### config.mk
export PLATFORM = sky130hd
export DESIGN_NAME = icache_hit_ctrl
export DESIGN_NICKNAME = d
export VERILOG_FILES = /design/src/icache_pkg.sv /design/src/icache_hit_ctrl.sv
export SDC_FILE = /design/constraint.sdc
export NUM_CORES = 1
export LEC_CHECK = 0
export ABC_AREA = 0
export BUFFER_PORTS_ARGS = -buffer_cell sky130_fd_sc_hd__buf_4
export CELL_PAD_IN_SITES_DETAIL_PLACEMENT = 1
export CELL_PAD_IN_SITES_GLOBAL_PLACEMENT = 2
export CORE_MARGIN = 5
export CORE_UTILIZATION = 34
export DETAILED_ROUTE_END_ITERATION = 8
export PLACE_DENSITY = 0.93
export SYNTH_ARGS = -nofsm -noshare
export SYNTH_HDL_FRONTEND = slang
export SYNTH_SLANG_ARGS = --single-unit
### constraint.sdc
create_clock -name clk -period 4 [get_ports clk]
set_input_delay 0.4 -clock clk [delete_from_list [all_inputs] [get_ports clk]]
set_output_delay 0.4 -clock clk [all_outputs]
set_load 0.02 [all_outputs]
### src/icache_pkg.sv
package icache_pkg;

    localparam int OFFSET_W       = 5;
    localparam int WORDS_PER_LINE = 8;

    typedef logic [31:0] addr_t;
    typedef logic [31:0] word_t;
    typedef logic [WORDS_PER_LINE*32-1:0] line_t;  // word 0 in the low bits
    typedef logic [1:0] cacop_mode_t;

    // hit controller
    typedef enum logic [1:0] {
        LOOKUP,
        MISS_WAIT,
        UNC_WAIT,
        CACOP
    } ctrl_state_t;

endpackage

### src/icache_hit_ctrl.sv
`timescale 1ns/1ps

module icache_hit_ctrl #(
    parameter  int INDEX_W = 7,
    localparam int TAG_W   = 32 - INDEX_W - icache_pkg::OFFSET_W
) (
    input  logic                    clk,
    input  logic                    reset,
    input  logic                    flush_i,
    input  logic                    lk_valid_i,
    input  logic                    lk_uncache_i,
    input  icache_pkg::addr_t       lk_pc_i,
    input  logic [TAG_W-1:0]        lk_tag_i,
    input  logic [INDEX_W-1:0]      lk_index_i,
    input  logic                    cacop_en_i,
    input  icache_pkg::cacop_mode_t cacop_mode_i,
    input  logic [INDEX_W-1:0]      cacop_index_i,
    input  logic                    way0_valid_i,
    input  logic [TAG_W-1:0]        way0_tag_i,
    input  logic                    way1_valid_i,
    input  logic [TAG_W-1:0]        way1_tag_i,
    input  logic                    ret_valid_i,
    input  logic                    uc_rvalid_i,
    output logic                    rd_req_o,
    output icache_pkg::addr_t       rd_addr_o,
    output logic                    uc_ren_o,
    output icache_pkg::addr_t       uc_addr_o,
    output logic                    stall_o,
    output logic                    hold_o,
    output logic                    wr_en0_o,
    output logic                    wr_en1_o,
    output logic [INDEX_W-1:0]      wr_index_o,
    output logic                    wr_valid_o,
    output logic                    hit_o,
    output logic                    hit_way_o,
    output logic                    refill_done_o,
    output logic                    uc_done_o
);

    localparam int SETS = 1 << INDEX_W;

    icache_pkg::ctrl_state_t state_q;
    icache_pkg::ctrl_state_t state_n;
    logic [SETS-1:0] lru_q;             // way to replace next, per set
    logic discard_q;
    logic tail_q;
    logic hit0;
    logic hit1;
    logic lookup;
    logic hit_any;
    logic miss;
    logic unc_go;
    logic cacop_go;
    logic ret_ok;
    logic uc_ok;
    logic lru_way;

    assign hit0    = way0_valid_i && (way0_tag_i == lk_tag_i);
    assign hit1    = way1_valid_i && (way1_tag_i == lk_tag_i);
    assign lookup  = (state_q == icache_pkg::LOOKUP) && lk_valid_i;
    assign hit_any = lookup && !lk_uncache_i && (hit0 || hit1);
    assign miss    = lookup && !lk_uncache_i && !(hit0 || hit1);
    assign unc_go  = lookup && lk_uncache_i;

    assign ret_ok  = ret_valid_i && !discard_q;
    assign uc_ok   = uc_rvalid_i && !discard_q;
    assign lru_way = lru_q[lk_index_i];

    assign stall_o  = (state_q != icache_pkg::LOOKUP) || miss || unc_go || tail_q || discard_q;
    assign cacop_go = cacop_en_i && (cacop_mode_i != 2'd3) && !stall_o;  // mode 3 is a no-op

    // freeze the lookup address until the request is answered
    assign hold_o = miss || unc_go
                 || (state_q == icache_pkg::MISS_WAIT && !ret_ok)
                 || (state_q == icache_pkg::UNC_WAIT && !uc_ok)
                 || (state_q == icache_pkg::CACOP);

    always_comb begin
        state_n = state_q;
        case (state_q)
            icache_pkg::LOOKUP: begin
                if (cacop_go) begin
                    state_n = icache_pkg::CACOP;
                end else if (unc_go) begin
                    state_n = icache_pkg::UNC_WAIT;
                end else if (miss) begin
                    state_n = icache_pkg::MISS_WAIT;
                end
            end
            icache_pkg::MISS_WAIT: if (ret_ok) state_n = icache_pkg::LOOKUP;
            icache_pkg::UNC_WAIT:  if (uc_ok) state_n = icache_pkg::LOOKUP;
            default:               state_n = icache_pkg::LOOKUP;
        endcase
        if (flush_i && !cacop_go) begin
            state_n = icache_pkg::LOOKUP;
        end
    end

    always_ff @(posedge clk) begin
        if (reset) begin
            state_q <= icache_pkg::LOOKUP;
        end else begin
            state_q <= state_n;
        end
    end

    always_ff @(posedge clk) begin
        if (reset) begin
            lru_q <= '0;
        end else if (hit_any && !flush_i) begin
            lru_q[lk_index_i] <= !hit1;
        end else if (refill_done_o) begin
            lru_q[lk_index_i] <= !lru_way;
        end
    end

    // one late return belongs to a killed request
    always_ff @(posedge clk) begin
        if (reset) begin
            discard_q <= 1'b0;
        end else if (flush_i && ((state_q == icache_pkg::MISS_WAIT && !ret_valid_i)
                              || (state_q == icache_pkg::UNC_WAIT && !uc_rvalid_i))) begin
            discard_q <= 1'b1;
        end else if (ret_valid_i || uc_rvalid_i) begin
            discard_q <= 1'b0;
        end
    end

    always_ff @(posedge clk) begin
        if (reset) begin
            tail_q <= 1'b0;
        end else begin
            tail_q <= refill_done_o || uc_done_o;  // extra stall cycle after a fill
        end
    end

    assign rd_req_o      = state_q == icache_pkg::MISS_WAIT;
    assign rd_addr_o     = {lk_pc_i[31:icache_pkg::OFFSET_W], {icache_pkg::OFFSET_W{1'b0}}};
    assign uc_ren_o      = state_q == icache_pkg::UNC_WAIT;
    assign uc_addr_o     = lk_pc_i;
    assign refill_done_o = (state_q == icache_pkg::MISS_WAIT) && ret_ok;
    assign uc_done_o     = (state_q == icache_pkg::UNC_WAIT) && uc_ok;

    assign wr_en0_o   = (state_q == icache_pkg::CACOP) || (refill_done_o && !lru_way);
    assign wr_en1_o   = (state_q == icache_pkg::CACOP) || (refill_done_o && lru_way);
    assign wr_index_o = (state_q == icache_pkg::CACOP) ? cacop_index_i : lk_index_i;
    assign wr_valid_o = state_q != icache_pkg::CACOP;  // cacop only clears valid

    assign hit_o     = hit_any;
    assign hit_way_o = hit1;

    // a single-way write is a refill of the held cached lookup
    a_one_way_refill: assert property (
        @(posedge clk) disable iff (reset)
        (wr_en0_o != wr_en1_o) |-> lk_valid_i && !lk_uncache_i
    );

    a_return_expected: assert property (
        @(posedge clk) disable iff (reset)
        (ret_valid_i || uc_rvalid_i) |-> discard_q
            || (ret_valid_i && state_q == icache_pkg::MISS_WAIT)
            || (uc_rvalid_i && state_q == icache_pkg::UNC_WAIT)
    );

endmodule

==> metrics <==
Slew Limit Headroom 35.88%; setup TNS 0 ps; Reg2Reg Setup Slack 710 ps; H-tree depth 4; CTS Root Cell clkbuf_16; die height 170.9 um; clk_lat worst skew around 440 ps; WP data arrival between 3000 and 4000 ps; HP Class primary input to flip-flop; crit path max fanout 33; Reg clk slew, reported paths ~60 ps; Vias/cell 5.801; Netlist cell types 55; Die ar. 0.02919 sq mm; CTS Buffer Depth 2; Crit. Startpoint lk_index_i[2]; All-Layer GR Usage 21.99%; initial core utilization a little over a third; register area share after synthesis 30.04%; max cap viols 0; switching power share of the total 26.04%; layout cells sized above 1 24.16%; ANT cells 0; final std cells w/o fill 1427; worst r2r src lru_q[67]; Least-Margin Pin Slew 958.3 ps; crit end category output port; asr flop ratio synth 0%; Final #Nets 1202; final hold violation count 0; DR WL/cell 22.61 um; Final Util 39.10%; # clock sinks 132; Yosys reg bits ~130; Top FF cell, synth dfxtp_1; Core Region 0.02533 sq mm; Setup crit start kind primary input; RePlAce Congestion 0.8987; VDD IR max 229.6 uV; first drt pass iteration count 5; r2r worst-path depth 9; clock group share of total power 49.3%; Placed Instances 1395; EDFF count, synth 0; leakage power 3.312 nW; Worst R2R End lru_q[49]; Fmax 260.8 MHz; PortBufs 103; total CTS buffers 17; DRT antenna net count 0; hold_sp flush_i; Hold Buf Count CTS 0; Die W between 150 and 200 um; DRC errors left 0; DRT Wirelength 32270 um; Final Cycle Share 95.87%; worst path required time about 3600 ps; Int Pwr 2.570 mW; Flop pwr share 38.0%; Setup Viol. Count Final 0; min Tclk post-route between 3000 and 4000 ps; Mapped Cells between 1000 and 1500; initial antenna violation count 0; Power per Cell Area 350.8 mW/mm^2; grt ovf 0; Psw 0.9046 mW; hold path depth 3; first-pass GRT wire length 50140 um; via count 8278; vias in the first global route 8661; crit path kind primary input to output port; Synth Warn # 0; Area Growth Syn to Fin 12.57%; CTS tree built; DP HPWL ~21000 um; fill count 3001; Syn Std Cell Area 0.008797 sq mm; status finished, final reports clean; RSZ-0062 raised after global routing false; clock skew around 12 ps; syn avg cell area around 8.2 sq um; Total Power 3.475 mW; Hold EP discard_q; largest net degree at the start of global routing 72; max-slew violation count 0; Comb pwr share around an eighth; Iteration-0 DRC Markers a little under 700; row count 58; io pins 200
cell usage after synthesis, types with 2 or more instances:
cell,instances,area [sq um]
nor3b_1,2,15.01
a22oi_1,4,30.03
a222oi_1,2,20.02
buf_8,10,150.1
nand2b_1,5,31.28
a221o_1,8,80.08
nor3_1,7,35.03
a31oi_1,5,31.28
buf_4,73,548.0
nand3_1,136,680.7
xor2_1,8,70.07
xnor2_1,32,280.3
mux4_1,2,52.55
nand3b_1,65,488.0
a22o_1,2,17.52
nor4_1,6,37.54
dlygate4sd1_1,8,70.07
nor2b_1,74,462.9
a311oi_2,4,60.06
o211ai_1,3,22.52
nand2_1,99,371.6
mux2i_1,10,100.1
inv_1,7,26.28
nand4b_1,2,17.52
buf_6,4,45.04
and3_1,4,25.02
o21ai_1,70,350.3
a2111oi_0,2,17.52
clkbuf_1,51,191.4
nor2_1,31,116.4
dfxtp_1,132,2643
o21ai_2,50,437.9
mux4_2,16,360.4
o22ai_1,3,18.77
nand4_1,7,43.79
a32oi_1,2,17.52
buf_2,12,60.06
a221oi_1,3,26.28
buf_12,2,40.04
mux2_2,16,180.2
o21ai_0,76,380.4
a21oi_1,7,35.03
cell families (layout without fill, tap and decap cells):
logic type	count (synthesis)	after routing	synth area share [%]
flops	132	132	30.04
mux	46	46	8.178
simple gates	442	442	26.75
compound gates	247	247	18.15
other cells	1	5	0.04263
buf+inv	167	185	12.86
xor+xnor	40	40	3.982
worst max path at each step:
stage	end	cells past startpoint
finish	wr_en0_o	10
global route	wr_en0_o	10
CTS	wr_en0_o	9
detailed placement	lru_q[54]	10
global placement	wr_en0_o	9
floorplan	wr_en0_o	8
cell usage in the layout (no fill, tap or decap), types with 8 or more instances in the layout:
cell | netlist | final
o21ai_1 | 70 | 70
dfxtp_1 | 132 | 132
buf_4 | 73 | 142
xnor2_1 | 32 | 32
nand3_1 | 136 | 136
nand2_1 | 99 | 99
mux2_2 | 16 | 16
clkbuf_16 | 0 | 17
mux4_2 | 16 | 16
xor2_1 | 8 | 8
o21ai_0 | 76 | 76
nand3b_1 | 65 | 65
nor2_1 | 31 | 31
nor2b_1 | 74 | 74
mux2i_1 | 10 | 10
o21ai_2 | 50 | 50
a221o_1 | 8 | 8
cell type report:
cell class	instances	area [sq um]	area share [%]
inverter	7	26.28	0.2653
timing repair buffer	146	1137	11.48
clock inverter	9	150.1	1.516
clock buffer	23	478.0	4.826
multi-input combinational	780	5056	51.05
sequential	132	2643	26.68
tap	330	412.9	4.169
timing repair:
action	in CTS	in global routing
setup endpoints to repair	0	1
buffers inserted	0	0
resized for setup	0	1
flip-flops by register name, indices dropped and copies added, names as in the netlist:
signal	count
discard_q	1
lru_q	128
state_q	2
tail_q	1
stage by stage:
stage                     cell area (sq um)  hold WS (ps)  worst slack, ps
final                                  9903         267.2            165.2
after floorplan                        8812         449.5             1110
after detailed placement               9271         472.4            123.5
after global placement                 9271         464.6            193.3
after global routing                   9903         266.6            117.1
after CTS                              9899         254.5            210.1
power by group through the flow:
stage | sequential, mW | clock [mW] | combinational, mW
2_1_floorplan | 1.35 | 0 | 0.351
3_3_place_gp | 1.35 | 0 | 0.427
3_5_place_dp | 1.35 | 0 | 0.431
4_1_cts | 1.32 | 1.73 | 0.433
5_1_grt | 1.32 | 1.78 | 0.463
6_report | 1.32 | 1.71 | 0.439
worst max-delay path, cell delays in order:
cell	delay, ps
buf_4	440
or2_2	270
nor2_1	80
buf_4	260
a222oi_1	470
o22ai_1	180
nor4_1	460
nand3b_1	300
o21ai_0	340
buf_4	210
metal layers:
layer / part of all wire [%] / up-vias / track usage (%)
li1: - / 3763 / -
met1: 43 / 4161 / 28.70
met2: 47 / 295 / 35.80
met3: 7.1 / 59 / 5.268
met4: 2.9 / 0 / 7.544
met5: 0 / - / 0
(Power assumes the default switching activity.)
