<file path="src/icache_pkg.sv">
package icache_pkg;

    localparam int OFFSET_W       = 5;
    localparam int WORDS_PER_LINE = 8;

    typedef logic [31:0] addr_t;
    typedef logic [31:0] word_t;
    typedef logic [WORDS_PER_LINE*32-1:0] line_t;  // word 0 in the low bits
    typedef logic [1:0] cacop_mode_t;

    // hit controller
    typedef enum logic [1:0] {
        LOOKUP,
        MISS_WAIT,
        UNC_WAIT,
        CACOP
    } ctrl_state_t;

endpackage

</file>
<file path="src/icache_addr_decode.sv">
`timescale 1ns/1ps

module icache_addr_decode #(
    parameter  int INDEX_W = 7,
    localparam int TAG_W   = 32 - INDEX_W - icache_pkg::OFFSET_W
) (
    input  logic                           clk,
    input  logic                           reset,
    input  logic                           fetch_en_i,
    input  icache_pkg::addr_t              fetch_pc_i,
    input  logic                           fetch_uncache_i,
    input  logic                           stall_i,
    input  logic                           hold_i,
    input  logic                           flush_i,
    input  logic                           cacop_en_i,
    input  icache_pkg::addr_t              cacop_addr_i,
    output logic                           lk_valid_o,
    output logic                           lk_uncache_o,
    output icache_pkg::addr_t              lk_pc_o,
    output logic [TAG_W-1:0]               lk_tag_o,
    output logic [INDEX_W-1:0]             lk_index_o,
    output logic [icache_pkg::OFFSET_W-1:0] lk_offset_o,
    output logic [INDEX_W-1:0]             ram_index_o,
    output logic [INDEX_W-1:0]             cacop_index_o
);

    localparam int IDX_LO = icache_pkg::OFFSET_W;

    logic accept;

    assign accept = fetch_en_i && !stall_i;

    // lookup stage valid
    always_ff @(posedge clk) begin
        if (reset || flush_i) begin
            lk_valid_o <= 1'b0;
        end else if (!hold_i) begin
            lk_valid_o <= accept;
        end
    end

    always_ff @(posedge clk) begin
        if (!hold_i && accept) begin
            lk_pc_o      <= fetch_pc_i;
            lk_uncache_o <= fetch_uncache_i;
        end
    end

    assign lk_tag_o    = lk_pc_o[31:IDX_LO+INDEX_W];
    assign lk_index_o  = lk_pc_o[IDX_LO +: INDEX_W];
    assign lk_offset_o = lk_pc_o[IDX_LO-1:0];

    // keep reading the held set so the tags are fresh once the hold ends
    assign ram_index_o = hold_i ? lk_index_o : fetch_pc_i[IDX_LO +: INDEX_W];

    always_ff @(posedge clk) begin
        if (cacop_en_i && !stall_i) begin
            cacop_index_o <= cacop_addr_i[IDX_LO +: INDEX_W];
        end
    end

endmodule

</file>
<file path="config.mk">
export PLATFORM = sky130hd
export DESIGN_NAME = icache_addr_decode
export DESIGN_NICKNAME = d
export VERILOG_FILES = /design/src/icache_pkg.sv /design/src/icache_addr_decode.sv
export SDC_FILE = /design/constraint.sdc
export NUM_CORES = 1
export LEC_CHECK = 0
export ABC_AREA = 1
export BUFFER_PORTS_ARGS = -buffer_cell sky130_fd_sc_hd__buf_2
export CORE_ASPECT_RATIO = 0.6
export CORE_MARGIN = 5
export CORE_UTILIZATION = 34
export CTS_BUF_LIST = sky130_fd_sc_hd__clkbuf_4
export CTS_CLUSTER_DIAMETER = 80
export DETAILED_ROUTE_END_ITERATION = 6
export PLACE_DENSITY_LB_ADDON = 0.15
export SETUP_SLACK_MARGIN = 0.15
export SLEW_MARGIN = 25
export SYNTH_ARGS = -nofsm -noshare
export SYNTH_HDL_FRONTEND = slang
export SYNTH_SLANG_ARGS = --single-unit
export TNS_END_PERCENT = 10
</file>
<file path="constraint.sdc">
create_clock -name clk -period 1.7 [get_ports clk]
set_input_delay 0.34 -clock clk [delete_from_list [all_inputs] [get_ports clk]]
set_output_delay 0.34 -clock clk [all_outputs]
set_load 0.02 [all_outputs]
</file>
==> flow_metrics.py, run 1 <==
metrics = {
    "detailed_routing": {
        "final_antenna_net_count": 0,
        "first_pass_iters": 4,
        "drc": 0,
        "drt_iter0_drc": 23,
        "vias_per_cell": 4.08,
        "vias": 1097,
        "wl_per_cell_um": 12.9,
        "wl_um": 3480,
    },
    "synth": {
        "syn_area_um2": 1600,
        "yosys.cell_types.count": 11,
        "synth-seq-cells": 41,
        "syn_nets": 176,
        "yosysSeqAreaShare_pct": 76.4,
        "yosys_warnings": 0,
        "syn_area_per_cell_um2": 15.4,
        "syn_inst": 104,
    },
    "global_route": {
        "track_usage_pct": 11.3,
        "overflow": 0,
        "grt_pass1_wl_um": 5370,
        "antenna_found_initial": 0,
        "grt_pass1_vias": 1090,
        "grt_max_degree": 17,
    },
    "timing": {
        "tns_ns": 0,
        "fin_crit_ns": 1.42,
        "tightestPinTransition_ns": 0.565,
        "hold-worst-slack_ns": 0.166,
        "rsz0062_at_grt": "no",
        "slew_violations": 0,
        "clock_skew_ns": 0,
        "period_share_pct": 83.5,
        "finalSetupViolations": 0,
        "maxSlewHeadroom_pct": 62.2,
        "final_hold_viol_count": 0,
        "max_freq_mhz": 704,
    },
    "worst_setup_path": {
        "required_ns": 1.36,
        "cp-end-kind": "output pin",
        "reg2reg_slack_ns": 1.11,
        "start_kind": "flip-flop",
        "worstPathArrival_ns": 1.08,
        "critPathKind": "reg2out",
        "crit_fanout": 3,
    },
    "die": {
        "start_util_pct": 35.0,
        "die_w_um": 98.5,
        "core_um2": 4560,
        "die-area_um2": 6220,
        "die_y_um": 63.1,
        "io_pins": 152,
        "rows": 19,
    },
    "power": {
        "p_per_area_nw_per_um2": 964,
        "seq_power_share_pct": 56.6,
        "p_switching_mw": 0.517,
        "p_int_mw": 1.58,
        "p_leak_nw": 1.02,
        "swShare_pct": 24.7,
        "comb_power_share_pct": 15.0,
        "clkPwrFrac_pct": 28.4,
        "ir_drop_mv": 0.326,
    },
    "final_layout": {
        "stdcell_count": 269,
        "drive_gt1_share_pct": 68.0,
        "diodes": 0,
        "stdcell_area_um2": 2170,
        "utilization_pct": 47.6,
        "syn2layout_area_growth_pct": 35.9,
        "final_nets": 278,
    },
    "placed_design": {
        "detailed_place_hpwl_um": 2850,
        "gp_congestion": 0.800,
        "place_area_um2": 2100,
        "place_inst": 262,
        "portBuffers": 126,
    },
    "flow_run": {
        "cap_viol_max_count": 0,
    },
    "cts": {
        "cts_sinks": 41,
        "cts_buffer_depth": 2,
        "cts_repair_resize_count": 0,
        "cts_buffers": 5,
        "clock-root-buffer": "clkbuf_4",
        "cts_hold_buf": 0,
        "cts_tree": "built",
        "insertion_delay_ns": 0.34,
        "cts_setup_buffers": 0,
        "cts-htree-levels": 2,
        "path_clk_slew_ns": 0.11,
    },
    "min_path": {
        "hp-class": "in2reg",
    },
    "status": {
        "status": "finished clean",
    },
}
[registers in the layout, summed over array words and instances (netlist names)]
signal         count
lk_valid_o         1
lk_uncache_o       1
lk_pc_o           32
cacop_index_o      7
[per-stage QoR]
step / total power [mW] / setup slack, ns
6_report: 2.09 / 0.280
3_3_place_gp: 1.53 / 0.217
5_1_grt: 2.21 / 0.193
3_5_place_dp: 1.53 / 0.205
2_1_floorplan: 1.42 / 0.263
4_1_cts: 2.13 / 0.237
[final cells by class]
class / instances / area, um^2
clock inverter: 2 / 35.0
sequential: 41 / 1220
multi-input combinational: 26 / 111
clock buffer: 5 / 37.5
fill: 425 / 2390
tap: 63 / 78.8
inverter: 4 / 18.8
timing repair buffer: 128 / 671
[critical path, cell delays in order (launching register included)]
cell and delay, ns:
edfxtp_1 0.45, nand2_1 0.09, nand2_1 0.05, buf_2 0.15
[cells by family after synthesis]
group / share of synthesized area, %
compound gates: 0.548
simple gates: 6.42
flops: 76.4
buf+inv: 16.7
[cell usage after synthesis]
cell / number / area [um^2]
buf_4: 32 / 240
or2_2: 1 / 6.26
inv_2: 1 / 3.75
dfxtp_1: 1 / 20.0
a21oi_2: 1 / 8.76
edfxtp_1: 40 / 1200
nand2_1: 22 / 82.6
nor2_1: 1 / 3.75
nand3_2: 1 / 10.0
buf_6: 1 / 11.3
inv_1: 3 / 11.3
[power by group through the flow]
| stage | Clock (mW) | Combinational (mW) | Sequential, mW |
|---|---|---|---|
| 5_1_grt | 0.680 | 0.335 | 1.19 |
| 3_5_place_dp | 0 | 0.319 | 1.21 |
| 6_report | 0.595 | 0.314 | 1.19 |
| 2_1_floorplan | 0 | 0.145 | 1.27 |
| 4_1_cts | 0.624 | 0.319 | 1.19 |
| 3_3_place_gp | 0 | 0.320 | 1.21 |
[worst paths after layout]
check                          startpoint                      end  cells after the start
setup / recovery     lk_pc_o[5]$_DFFE_PP_           ram_index_o[0]                      3
setup reg to reg  lk_valid_o$_SDFFE_PP0N_  lk_valid_o$_SDFFE_PP0N_                      2
hold / removal              fetch_pc_i[0]     lk_pc_o[0]$_DFFE_PP_                      1
hold reg to reg   lk_valid_o$_SDFFE_PP0N_  lk_valid_o$_SDFFE_PP0N_                      2
[layout by cell type, fill, tap and decap left out]
cell type / n
nand3_2: 1
clkinvlp_4: 1
buf_12: 2
or2_2: 1
inv_2: 1
nand2_1: 22
edfxtp_1: 40
a21oi_2: 1
clkbuf_4: 5
bufinv_16: 1
buf_2: 126
nor2_1: 1
inv_1: 2
dfxtp_1: 1
clkinv_2: 1
[routing by layer]
metal,track usage (%),vias up,part of all wire [%]
li1,-,523,-
met1,12.7,486,40
met2,18.0,80,45
met3,5.40,8,13
met4,5.62,0,1.9
met5,0,-,0
Note: power is estimated with default switching activity, not from simulation.
==> run 2, diff against run 1 <==
ABC_AREA = 0   (was 1)
CORE_UTILIZATION = 37   (was 34)
clock period = 1.33 ns   (was 1.7 ns; I/O delays follow)
==> flow_metrics.py, run 2 <==
metrics = {
    "status": {
        "status": "complete, but fails checks",
        "violations": "negative setup slack",
    },
    "die": {
        "die-area_um2": 5770,
        "core_um2": 4140,
        "io_pins": 152,
        "start_util_pct": 38.5,
        "die_y_um": 60.9,
        "rows": 18,
        "die_w_um": 94.8,
    },
    "final_layout": {
        "drive_gt1_share_pct": 77.3,
        "mostFrequentLayoutCells": "65 x buf_6, 52 x buf_2, 40 x edfxtp_1",
        "largestRegisters": "lk_pc_o: 32 flops, cacop_index_o: 7 flops",
        "largest_reg_flops": 32,
        "diodes": 0,
        "final_nets": 269,
        "regMostFlops": "lk_pc_o",
        "layout_commonest_cell": "buf_6",
        "syn2layout_area_growth_pct": 66.4,
    },
    "timing": {
        "final_hold_viol_count": 0,
        "max_freq_mhz": 698,
        "period_share_pct": 108,
        "clock_skew_ns": 0,
        "finalSetupViolations": 7,
        "fin_crit_ns": 1.43,
        "layout_setup_ws_ns": -0.103,
        "tightestPinTransition_ns": 0.274,
        "maxSlewHeadroom_pct": 81.7,
        "rsz0062_at_grt": "yes",
        "tns_ns": -0.642,
        "slew_violations": 0,
    },
    "synth": {
        "yosys.cell_types.count": 10,
        "synth_top_cells_by_count": "40 x edfxtp_1, 32 x buf_4, 7 x mux2_2",
        "yosysTopAreaCell": "edfxtp_1",
        "yosysMostFrequentCell": "edfxtp_1",
        "syn_nets": 158,
        "synth-seq-cells": 41,
        "yosysSeqAreaShare_pct": 76.5,
        "syn_inst": 86,
        "syn_area_per_cell_um2": 18.5,
        "yosys_warnings": 0,
        "syn_area_um2": 1600,
        "async_flop_share_pct": 0,
        "yosysTopAreaCellShare_pct": 75.3,
        "synth.area.top_cells": "edfxtp_1 75%, buf_4 15%, mux2_2 4.9%",
        "synth-edff-count": 40,
        "ys.flop_type": "edfxtp_1",
    },
    "detailed_routing": {
        "vias": 1075,
        "drc": 0,
        "first_pass_iters": 2,
        "wl_um": 3940,
        "wl_per_cell_um": 15.3,
        "drt_iter0_drc": 37,
        "final_antenna_net_count": 0,
        "vias_per_cell": 4.17,
    },
    "worst_setup_path": {
        "required_ns": 1.06,
        "critical_path.cell_chain": "mux2_2 > buf_6",
        "start_kind": "flip-flop",
        "reg2reg_slack_ns": 0.58,
        "critPathMaxStageDelay_ns": 0.42,
        "critPathKind": "reg2out",
        "crit_slowest_cell": "edfxtp_1",
        "cp-end-kind": "output pin",
        "crit_fanout": 2,
        "worstPathArrival_ns": 1.17,
    },
    "power": {
        "p_per_area_nw_per_um2": 1080,
        "swShare_pct": 23.9,
        "p_leak_nw": 1.18,
        "ir_drop_mv": 0.765,
        "p_total_mw": 2.88,
        "p_int_mw": 2.19,
        "p_switching_mw": 0.688,
        "clkPwrFrac_pct": 27.5,
        "seq_power_share_pct": 53.3,
        "comb_power_share_pct": 19.2,
    },
    "placed_design": {
        "pre_cts_slack_ns": 0.0409,
        "gp_congestion": 0.674,
        "portBuffers": 126,
    },
    "global_route": {
        "antenna_found_initial": 0,
        "overflow": 0,
        "grt_pass1_vias": 1148,
        "track_usage_pct": 12.8,
        "grt_max_degree": 16,
        "grt_pass1_wl_um": 5390,
    },
    "cts": {
        "cts_sinks": 41,
        "cts_buffers": 5,
        "clock-root-buffer": "clkbuf_4",
        "insertion_delay_ns": 0.33,
        "cts-htree-levels": 2,
        "cts_hold_buf": 0,
        "cts_buffer_depth": 2,
        "cts_tree": "built",
        "path_clk_slew_ns": 0.12,
    },
    "min_path": {
        "hp-class": "in2reg",
    },
    "flow_run": {
        "cap_viol_max_count": 0,
    },
}
[run 2: cell types whose count changed in the layout (fill, tap and decap cells not counted), sizes merged]
cell / delta
nor2b: +1
a21oi: -1
and2: +1
inv: -3
o21a: +1
nand2: -22
mux2: +7
buf: +9
clkinvlp: -1
clkbuf: +1
or2: -1
nor3b: +1
nand3: -1
[run 2: final timing paths]
kind / from / to / cells past startpoint
worst max-delay path: lk_pc_o[6]$_DFFE_PP_ / ram_index_o[1] / 2
worst min-delay path: fetch_pc_i[29] / lk_pc_o[29]$_DFFE_PP_ / 1
worst max register to register: lk_valid_o$_SDFFE_PP0N_ / lk_valid_o$_SDFFE_PP0N_ / 2
worst min register to register: lk_valid_o$_SDFFE_PP0N_ / lk_valid_o$_SDFFE_PP0N_ / 2
[run 2: area by class of cell]
type,instances,area [um^2]
well taps,60,75.1
multi-input cells,12,138
fillers,309,1490
clock inverters,2,33.8
clock buffers,6,45.0
repair buffers,137,1140
flip-flops and latches,41,1220
[run 2: layer usage]
layer | share of wire (%) | global-route usage, % | up-vias | wire length [um]
li1 | - | - | 497 | -
met4 | 1.6 | 6.37 | 0 | 63
met2 | 50 | 21.6 | 80 | 1980
met1 | 33 | 13.1 | 491 | 1290
met3 | 15 | 7.19 | 7 | 603
met5 | 0 | 0 | - | 0
[run 2: cells by family after synthesis]
family                 Yosys count  share of synthesized area (%)
buffers and inverters           33                           15.8
flip-flops                      41                           76.5
multiplexers                     7                           4.94
AO/OA/AOI/OAI                    1                          0.471
AND/OR/NAND/NOR                  4                           2.27
[run 2: stage by stage]
step	instance area, um^2	hold slack [ns]	instances	utilization [%]
floorplan	1600	0.365	86	-
global placement	2080	0.442	243	50.2
detailed placement	2080	0.444	243	50.2
CTS	2590	0.0753	258	62.5
global route	2660	0.0639	258	64.1
finish	2660	0.0953	258	64.1
[run 2: worst max-delay path: cells and delay by family (launching register included)]
| family | cells | cell delay [ns] |
|---|---|---|
| mux | 1 | 0.29 |
| buf+inv | 1 | 0.13 |
| flops | 1 | 0.42 |
[run 2: power groups by stage]
stage / logic, mW / clock network (mW) / registers (mW)
3_3_place_gp: 0.404 / 0 / 1.54
6_report: 0.552 / 0.792 / 1.53
3_5_place_dp: 0.406 / 0 / 1.54
5_1_grt: 0.581 / 0.887 / 1.54
2_1_floorplan: 0.189 / 0 / 1.63
4_1_cts: 0.531 / 0.824 / 1.53
[run 2: what timing repair did]
action                     4_1_cts  5_1_grt
hold endpoints to repair         0        0
setup endpoints to repair       67       77
cloned                           0        0
gates resized for setup        122       21
buffers inserted                 7        0
