**src/icache_pkg.sv**
```systemverilog
package icache_pkg;

    localparam int OFFSET_W       = 5;
    localparam int WORDS_PER_LINE = 8;

    typedef logic [31:0] addr_t;
    typedef logic [31:0] word_t;
    typedef logic [WORDS_PER_LINE*32-1:0] line_t;  // word 0 in the low bits
    typedef logic [1:0] cacop_mode_t;

    // hit controller
    typedef enum logic [1:0] {
        LOOKUP,
        MISS_WAIT,
        UNC_WAIT,
        CACOP
    } ctrl_state_t;

endpackage

```
**src/icache_word_select.sv**
```systemverilog
`timescale 1ns/1ps

module icache_word_select (
    input  logic                            clk,
    input  logic                            reset,
    input  logic                            flush_i,
    input  logic                            hit_i,
    input  logic                            hit_way_i,
    input  logic                            refill_done_i,
    input  logic                            uc_done_i,
    input  icache_pkg::addr_t               lk_pc_i,
    input  logic [icache_pkg::OFFSET_W-1:0] lk_offset_i,
    input  icache_pkg::line_t               way0_line_i,
    input  icache_pkg::line_t               way1_line_i,
    input  icache_pkg::line_t               ret_data_i,
    input  icache_pkg::word_t               uc_rdata_i,
    output logic                            inst_valid_o,
    output icache_pkg::word_t               inst_o,
    output icache_pkg::addr_t               inst_pc_o
);

    localparam int SEL_W = $clog2(icache_pkg::WORDS_PER_LINE);

    logic [SEL_W-1:0]  word_sel;
    icache_pkg::line_t hit_line;
    icache_pkg::word_t hit_word;
    icache_pkg::word_t fill_word;
    logic              hit_q;
    icache_pkg::word_t hit_word_q;
    icache_pkg::addr_t hit_pc_q;

    assign word_sel  = lk_offset_i[icache_pkg::OFFSET_W-1:2];
    assign hit_line  = hit_way_i ? way1_line_i : way0_line_i;
    assign hit_word  = hit_line[word_sel*32 +: 32];
    assign fill_word = ret_data_i[word_sel*32 +: 32];  // critical word straight from memory

    // hit pipeline stage
    always_ff @(posedge clk) begin
        if (reset || flush_i) begin
            hit_q <= 1'b0;
        end else begin
            hit_q <= hit_i;
        end
    end

    always_ff @(posedge clk) begin
        if (hit_i) begin
            hit_word_q <= hit_word;
            hit_pc_q   <= lk_pc_i;
        end
    end

    always_ff @(posedge clk) begin
        if (reset || flush_i) begin
            inst_valid_o <= 1'b0;
        end else begin
            inst_valid_o <= hit_q || refill_done_i || uc_done_i;
        end
    end

    always_ff @(posedge clk) begin
        if (hit_q) begin
            inst_o    <= hit_word_q;
            inst_pc_o <= hit_pc_q;
        end else if (refill_done_i) begin
            inst_o    <= fill_word;
            inst_pc_o <= lk_pc_i;
        end else if (uc_done_i) begin
            inst_o    <= uc_rdata_i;
            inst_pc_o <= lk_pc_i;
        end
    end

endmodule

```
**config.mk**
```make
export PLATFORM = sky130hd
export DESIGN_NAME = icache_word_select
export DESIGN_NICKNAME = d
export VERILOG_FILES = /design/src/icache_pkg.sv /design/src/icache_word_select.sv
export SDC_FILE = /design/constraint.sdc
export NUM_CORES = 1
export LEC_CHECK = 0
export ABC_AREA = 1
export BUFFER_PORTS_ARGS = -buffer_cell sky130_fd_sc_hd__buf_2
export CELL_PAD_IN_SITES_DETAIL_PLACEMENT = 0
export CELL_PAD_IN_SITES_GLOBAL_PLACEMENT = 1
export CORE_AREA = 4 4 348 350
export DETAILED_ROUTE_END_ITERATION = 8
export DIE_AREA = 0 0 352 354
export GPL_TIMING_DRIVEN = 0
export PLACE_DENSITY_LB_ADDON = 0.05
export SLEW_MARGIN = 40
export SYNTH_ARGS = -nofsm -noshare
export SYNTH_HDL_FRONTEND = slang
export SYNTH_SLANG_ARGS = --single-unit
```
**constraint.sdc**
```tcl
create_clock -name clk -period 7.9 [get_ports clk]
set_clock_uncertainty 0.1 [all_clocks]
set_input_delay 0.395 -clock clk [delete_from_list [all_inputs] [get_ports clk]]
set_output_delay 0.395 -clock clk [all_outputs]
set_load 0.01 [all_outputs]
```
==> summary.md, run 1 <==
| Metric | Value |
|---|---|
| Total negative slack | 0 ps |
| Number of H-tree levels | 4 |
| Root Buffer | clkbuf_16 |
| Asr flop ratio synth | 0% |
| Worst min path class | in2reg |
| Port Buffers | 904 |
| Commonest cells in the netlist | nand2_1 (1,025), inv_1 (580), nand3_1 (576), edfxtp_1 (128), buf_2 (61) |
| Post-DP HPWL | 112.9 mm |
| Routability Congestion | 0.8011 |
| Cts bufs inserted | 17 |
| Final wirelength | 129.2 mm |
| GRT overflow | 0 |
| Final period util | 27.03% |
| DRT iter0 DRCs | 903 |
| Final Cell Area | 21,770 sq um |
| Max-slew violation count | 0 |
| Avg Synthesized Cell Area | 5.695 sq um |
| Mapped Area | 14,530 sq um |
| First-pass GRT wire length | 171.0 mm |
| Crit path required time | 7910 ps |
| Synth Instances | 2,551 |
| Worst-path clk slew | 70 ps |
| Clock Latency Late Sink | 430 ps |
| Largest net degree at the start of global routing | 39 |
| Max cap viols | 0 |
| Fmax | 468.3 MHz |
| # fillers | 14,289 |
| Ports | 909 |
| Die area | 124,600 sq um |
| Syn_nets | 3,395 |
| Initial Util | 12.34% |
| Critical Path Sink Type | flip-flop |
| Core ar. | 117,800 sq um |
| Synth area leader | nand2_1 |
| Hold buffers post-CTS | 0 |
| Leakage power | 12.94 nW |
| Max rail drop VDD | 159.7 uV |
| Max clock buf depth | 2 |
| Vias | 19,524 |
| Fin. Hold Viols | 0 |
| Cts repair resizes | 0 |
| Status | completed |
| Number of synthesized flops with an enable pin | 128 |
| Pwr Density | 123.4 nW/um^2 |
| CTS tree | built |
| Top-count cell post-synth | nand2_1 |
| Register area | 3884 sq um |
| Initial antenna violation count | 149 |
| Die X | 352 microns |
| DP Cell Count | 4,994 |
| Remaining DRCs | 0 |
| DR vias/cell | 3.849 |
| Crit Path Category | in2reg |
| Synth top area share | 26.48% |
| Layout cells sized above 1 | 32.06% |
| Multi-input logic area | 7363 sq um |
| # rows | 126 |
| Synth Register Bits | 130 |
| Slew HR | 49.44% |
| RSZ-0062 raised after global routing | false |
| Arrival time worst endpoint | 2140 ps |
| Synth Flop Type | edfxtp_1 |
| Total global routing track utilization | 19.94% |
| Largest cells by area after synthesis | nand2_1 (26%), edfxtp_1 (26%), nand3_1 (20%), inv_1 (15%), mux2_2 (2.5%) |
| Synth cell types | 18 |
| Die Y | 354 microns |
| Worst-path fanout max | 11 |
| Wire per inst | 25.48 microns |
| Area after DPL | 21,070 sq um |
| CTS sink count | 130 |
| Setup violations, final | 0 |
| Final Instance Count excl. Fillers | 5,072 |
| Yosys warns | 0 |
| Post-route ant nets | 0 |
| TritonRoute pass-1 iters | 5 |
| Tmin final | 2136 ps |
| Sequential share of the synthesized area | 26.73% |
| Worst-margin pin slew | 758.5 ps |
| Final Net Count | 4,321 |
| Vias in the first global route | 20,481 |
| Postcts setup bufs | 0 |
| Syn-to-layout area delta | 49.84% |
| Startpoint Class | input pin |
## flip-flops by register name (all words and copies together) (netlist names)
signal / cells
hit_pc_q: 32
inst_valid_o: 1
hit_q: 1
inst_pc_o: 32
hit_word_q: 32
inst_o: 32
## path summary, 6_finish.rpt
| kind | from | end | slack, ps | cells past startpoint |
|---|---|---|---|---|
| min reg2reg | hit_pc_q[13] | inst_pc_o[13] | 450 | 1 |
| max | lk_offset_i[3] | hit_word_q[16] | 5760 | 6 |
| min | lk_pc_i[29] | hit_pc_q[29] | 40 | 1 |
| max reg2reg | hit_q | inst_pc_o[23] | 5850 | 4 |
## cell usage in the layout, fill, tap and decap left out
| cell | n |
|---|---|
| inv_2 | 1 |
| buf_6 | 29 |
| a22oi_1 | 32 |
| buf_4 | 44 |
| inv_4 | 2 |
| or2_2 | 1 |
| diode_2 | 46 |
| a21oi_1 | 1 |
| clkinv_1 | 1 |
| inv_8 | 1 |
| buf_2 | 972 |
| clkinvlp_4 | 1 |
| clkbuf_16 | 17 |
| inv_6 | 3 |
| clkinv_2 | 2 |
| dfxtp_1 | 2 |
| nand2_1 | 1024 |
| nor2_2 | 1 |
| mux2_2 | 32 |
| inv_1 | 580 |
| edfxtp_1 | 128 |
| nor2_1 | 2 |
| clkinv_4 | 4 |
| clkbuf_1 | 18 |
| nand2_4 | 1 |
| clkbuf_2 | 2 |
| nand3_1 | 576 |
| buf_12 | 3 |
| buf_16 | 1 |
| buf_1 | 7 |
| bufinv_16 | 2 |
## layer usage
layer  GRT usage [%]  vias to the layer above  part of all wire (%)
met5               0                        -                  0.52
met4           2.958                      108                   1.6
met3           6.908                      232                   7.7
met2           37.77                      700                    52
met1           21.71                     8821                    38
li1                -                     9663                     -
## kinds of logic (layout without fill, tap and decap cells)
family,count (synthesis),after routing,share of synthesized area (%)
other,0,46,0
muxes,32,32,2.480
buffers and inverters,751,1690,22.66
and+or+nand+nor,1605,1605,46.44
AOI/OAI and AO/OA,33,33,1.688
DFF,130,130,26.73
## worst max-delay path, cell delays in order
cell and delay (ps):
buf_2 90, buf_2 350, clkbuf_1 600, nand3_1 170, nand3_1 260, nand2_1 260
## through the flow
stage | setup slack, ps | util (%) | hold slack (ps) | total power [mW]
finish | 5764 | 18.49 | 40.13 | 2.685
detailed placement | 5182 | 17.89 | 431.1 | 1.909
CTS | 5641 | 18.39 | 10.83 | 2.765
global placement | 2781 | 17.81 | 429.1 | 1.910
global route | 5640 | 18.43 | 13.63 | 2.870
floorplan | 5146 | - | 393.9 | 1.324
## final cells by class
class                           count  area share, %
Multi-Input combinational cell   1670          33.82
Sequential cell                   130          17.84
Inverter                          583          10.08
Timing Repair Buffer              907          21.12
Tap cell                         1536          8.828
Clock inverter                     14         0.7069
Buffer                            168          5.104
Clock buffer                       18          1.971
Antenna cell                       46         0.5288
## power breakdown
part	switching [mW]	internal, mW
combinational	0.614	0.379
clock	0.360	0.470
sequential	0.0205	0.842
(Power assumes the default switching activity.)
==> run 2, diff against run 1 <==
--- a/config.mk
+++ b/config.mk
@@ -9,9 +9,9 @@
 export BUFFER_PORTS_ARGS = -buffer_cell sky130_fd_sc_hd__buf_2
 export CELL_PAD_IN_SITES_DETAIL_PLACEMENT = 0
 export CELL_PAD_IN_SITES_GLOBAL_PLACEMENT = 1
-export CORE_AREA = 4 4 348 350
+export CORE_AREA = 4 4 350 352
 export DETAILED_ROUTE_END_ITERATION = 8
-export DIE_AREA = 0 0 352 354
+export DIE_AREA = 0 0 354 356
 export GPL_TIMING_DRIVEN = 0
 export PLACE_DENSITY_LB_ADDON = 0.05
 export SLEW_MARGIN = 40
==> constraint.sdc (replaced) <==
create_clock -name clk -period 2 [get_ports clk]
set_clock_uncertainty 0.1 [all_clocks]
set_input_delay 0.1 -clock clk [delete_from_list [all_inputs] [get_ports clk]]
set_output_delay 0.1 -clock clk [all_outputs]
set_load 0.01 [all_outputs]
==> run 2 against run 1 <==
Routed wire length rose by 1.7%. Register-to-register slack got worse by 5800 ps. Via count rose by 0.86%. Sequential share of layout area fell by 0.60 points. Clock-buffer cell count did not move. Critical path type unchanged.
==> summary.md, run 2 (same netlist as run 1, synthesis figures left out) <==
| Metric | Value |
|---|---|
| # fillers | 14,392 |
| Crit path required time | 2050 ps |
| DP Cell Count | 5,068 |
| Reg2reg setup slack | 100 ps |
| Wire per inst | 25.28 microns |
| GRT overflow | 0 |
| Slew HR | 47.47% |
| CTS sink count | 130 |
| DRT iter0 DRCs | 876 |
| Port Buffers | 904 |
| Final wirelength | 131.5 mm |
| Remaining DRCs | 0 |
| Syn-to-layout area delta | 55.06% |
| Commonest non-fill, non-tap cell in the layout | nand2_1 |
| Worst-path fanout max | 10 |
| Number of H-tree levels | 4 |
| Die X | 354 microns |
| CTS tree | built |
| HP Start | uc_done_i |
| First-pass GRT wire length | 173.4 mm |
| Max-slew violation count | 0 |
| Final Instance Count excl. Fillers | 5,202 |
| Post-DP HPWL | 113.1 mm |
| Cts bufs inserted | 17 |
| Final Net Count | 4,387 |
| Ports | 909 |
| Hold Crit Depth | 3 |
| Max cap viols | 0 |
| Initial antenna violation count | 122 |
| Setup violations, final | 0 |
| Final period util | 98.49% |
| Final WS setup | 30.23 ps |
| Critical Path Sink Type | flip-flop |
| Crit Path Category | in2reg |
| RSZ-0062 raised after global routing | false |
| Leakage power | 13.21 nW |
| Tmin final | 1970 ps |
| Routability Congestion | 0.8386 |
| Worst Hold Path EP | inst_valid_o |
| Largest net degree at the start of global routing | 48 |
| Worst-margin pin slew | 788.0 ps |
| Max rail drop VDD | 535.7 uV |
| Worst-path clk slew | 60 ps |
| Hold_ws | 62.51 ps |
| Vias | 19,691 |
| # rows | 127 |
| Fin. Hold Viols | 0 |
| Worst min path class | in2reg |
| Status | completed |
| Pwr Density | 483.1 nW/um^2 |
| Most frequent cells in the layout | nand2_1 (1,024), buf_2 (971), inv_1 (580) |
| Multi-input logic area | 7392 sq um |
| Total negative slack | 0 ps |
| R2R depth | 4 |
| Fmax | 507.7 MHz |
| Fin util | 18.88% |
| Register area | 3884 sq um |
| Core ar. | 119,300 sq um |
| Die Y | 356 microns |
| FF-to-FF Start | hit_q |
| Max clock buf depth | 2 |
| Arrival time worst endpoint | 2020 ps |
| Post-route ant nets | 0 |
| Layout cells sized above 1 | 31.58% |
| TritonRoute pass-1 iters | 5 |
| DR vias/cell | 3.785 |
| Postcts setup bufs | 0 |
| Reg2Reg Capture Point | inst_o[29] |
| Total global routing track utilization | 20.04% |
| Root Buffer | clkbuf_16 |
| Vias in the first global route | 21,051 |
| Initial Util | 12.17% |
| Clock Latency Late Sink | 440 ps |
| Post-Place Setup Slack | -461.5 ps |
| Die area | 126,000 sq um |
| Startpoint Class | input pin |
[run 2: cell types whose count changed in the layout (fill, tap and decap cells not counted), moves of 2 or more]
| cell | previous run | this run |
|---|---|---|
| dlygate4sd3_1 | 0 | 67 |
| diode_2 | 46 | 34 |
| clkbuf_1 | 18 | 14 |
| clkbuf_2 | 2 | 6 |
| buf_12 | 3 | 1 |
| clkinv_2 | 2 | 0 |
| clkinv_4 | 4 | 2 |
| clkinvlp_4 | 1 | 3 |
| nand2_8 | 0 | 2 |
[run 2: stage by stage]
stage                     power (mW)  instance area (sq um)
after floorplan                5.228                  14540
after global placement         7.603                  21080
after detailed placement       7.596                  21130
after CTS                      11.19                  22430
after global routing           11.60                  22470
final                          10.88                  22530
[run 2: final cells by class]
class / count / area share [%]
diodes: 34 / 0.3777
well taps: 1612 / 8.953
inverters: 583 / 9.736
repair buffers: 972 / 23.21
clock buffers: 18 / 1.905
flip-flops and latches: 130 / 17.24
multi-input cells: 1671 / 32.81
plain buffers: 168 / 4.993
clock inverters: 14 / 0.7720
[run 2: worst max-delay path, cell delays in order]
cell and delay, ps:
buf_2 110, inv_1 60, buf_2 300, clkdlybuf4s15_1 680, nand3_1 250, nand3_1 340
nand2_1 160
[run 2: timing repair]
| action | 4_1_cts | 5_1_grt |
|---|---|---|
| endpoints found under the hold margin | 116 | 0 |
| endpoints found under the setup margin | 77 | 4 |
| hold buffers | 67 | 0 |
| resized for setup | 5 | 5 |
| gates cloned | 1 | 0 |
| pin swaps | 1 | 0 |
[run 2: report_power, final]
group | switching (mW) | leakage, nW | internal [mW] | total (mW)
sequential | 0.103 | 1.30 | 3.33 | 3.43
combinational | 2.51 | 11.6 | 1.58 | 4.09
clock | 1.48 | 0.285 | 1.88 | 3.37
[run 2: per-layer routing]
| layer | vias up | GRT usage, % | share of wire, % |
|---|---|---|---|
| li1 | 9779 | - | - |
| met1 | 8962 | 22.82 | 40 |
| met2 | 694 | 38.25 | 52 |
| met3 | 166 | 5.482 | 6.8 |
| met4 | 90 | 2.103 | 0.96 |
| met5 | - | 0 | 0.45 |
[run 2: worst max path at each step]
stage	depth (start not counted)	to	start	slack, ps
after detailed placement	3	inst_o[9]	hit_q	-460
after CTS	4	inst_o[13]	hit_q	7
after global routing	7	hit_word_q[1]	lk_offset_i[3]	3
after global placement	7	hit_word_q[14]	lk_offset_i[3]	-720
final	7	hit_word_q[1]	lk_offset_i[3]	30
after floorplan	3	inst_o[0]	hit_q	350
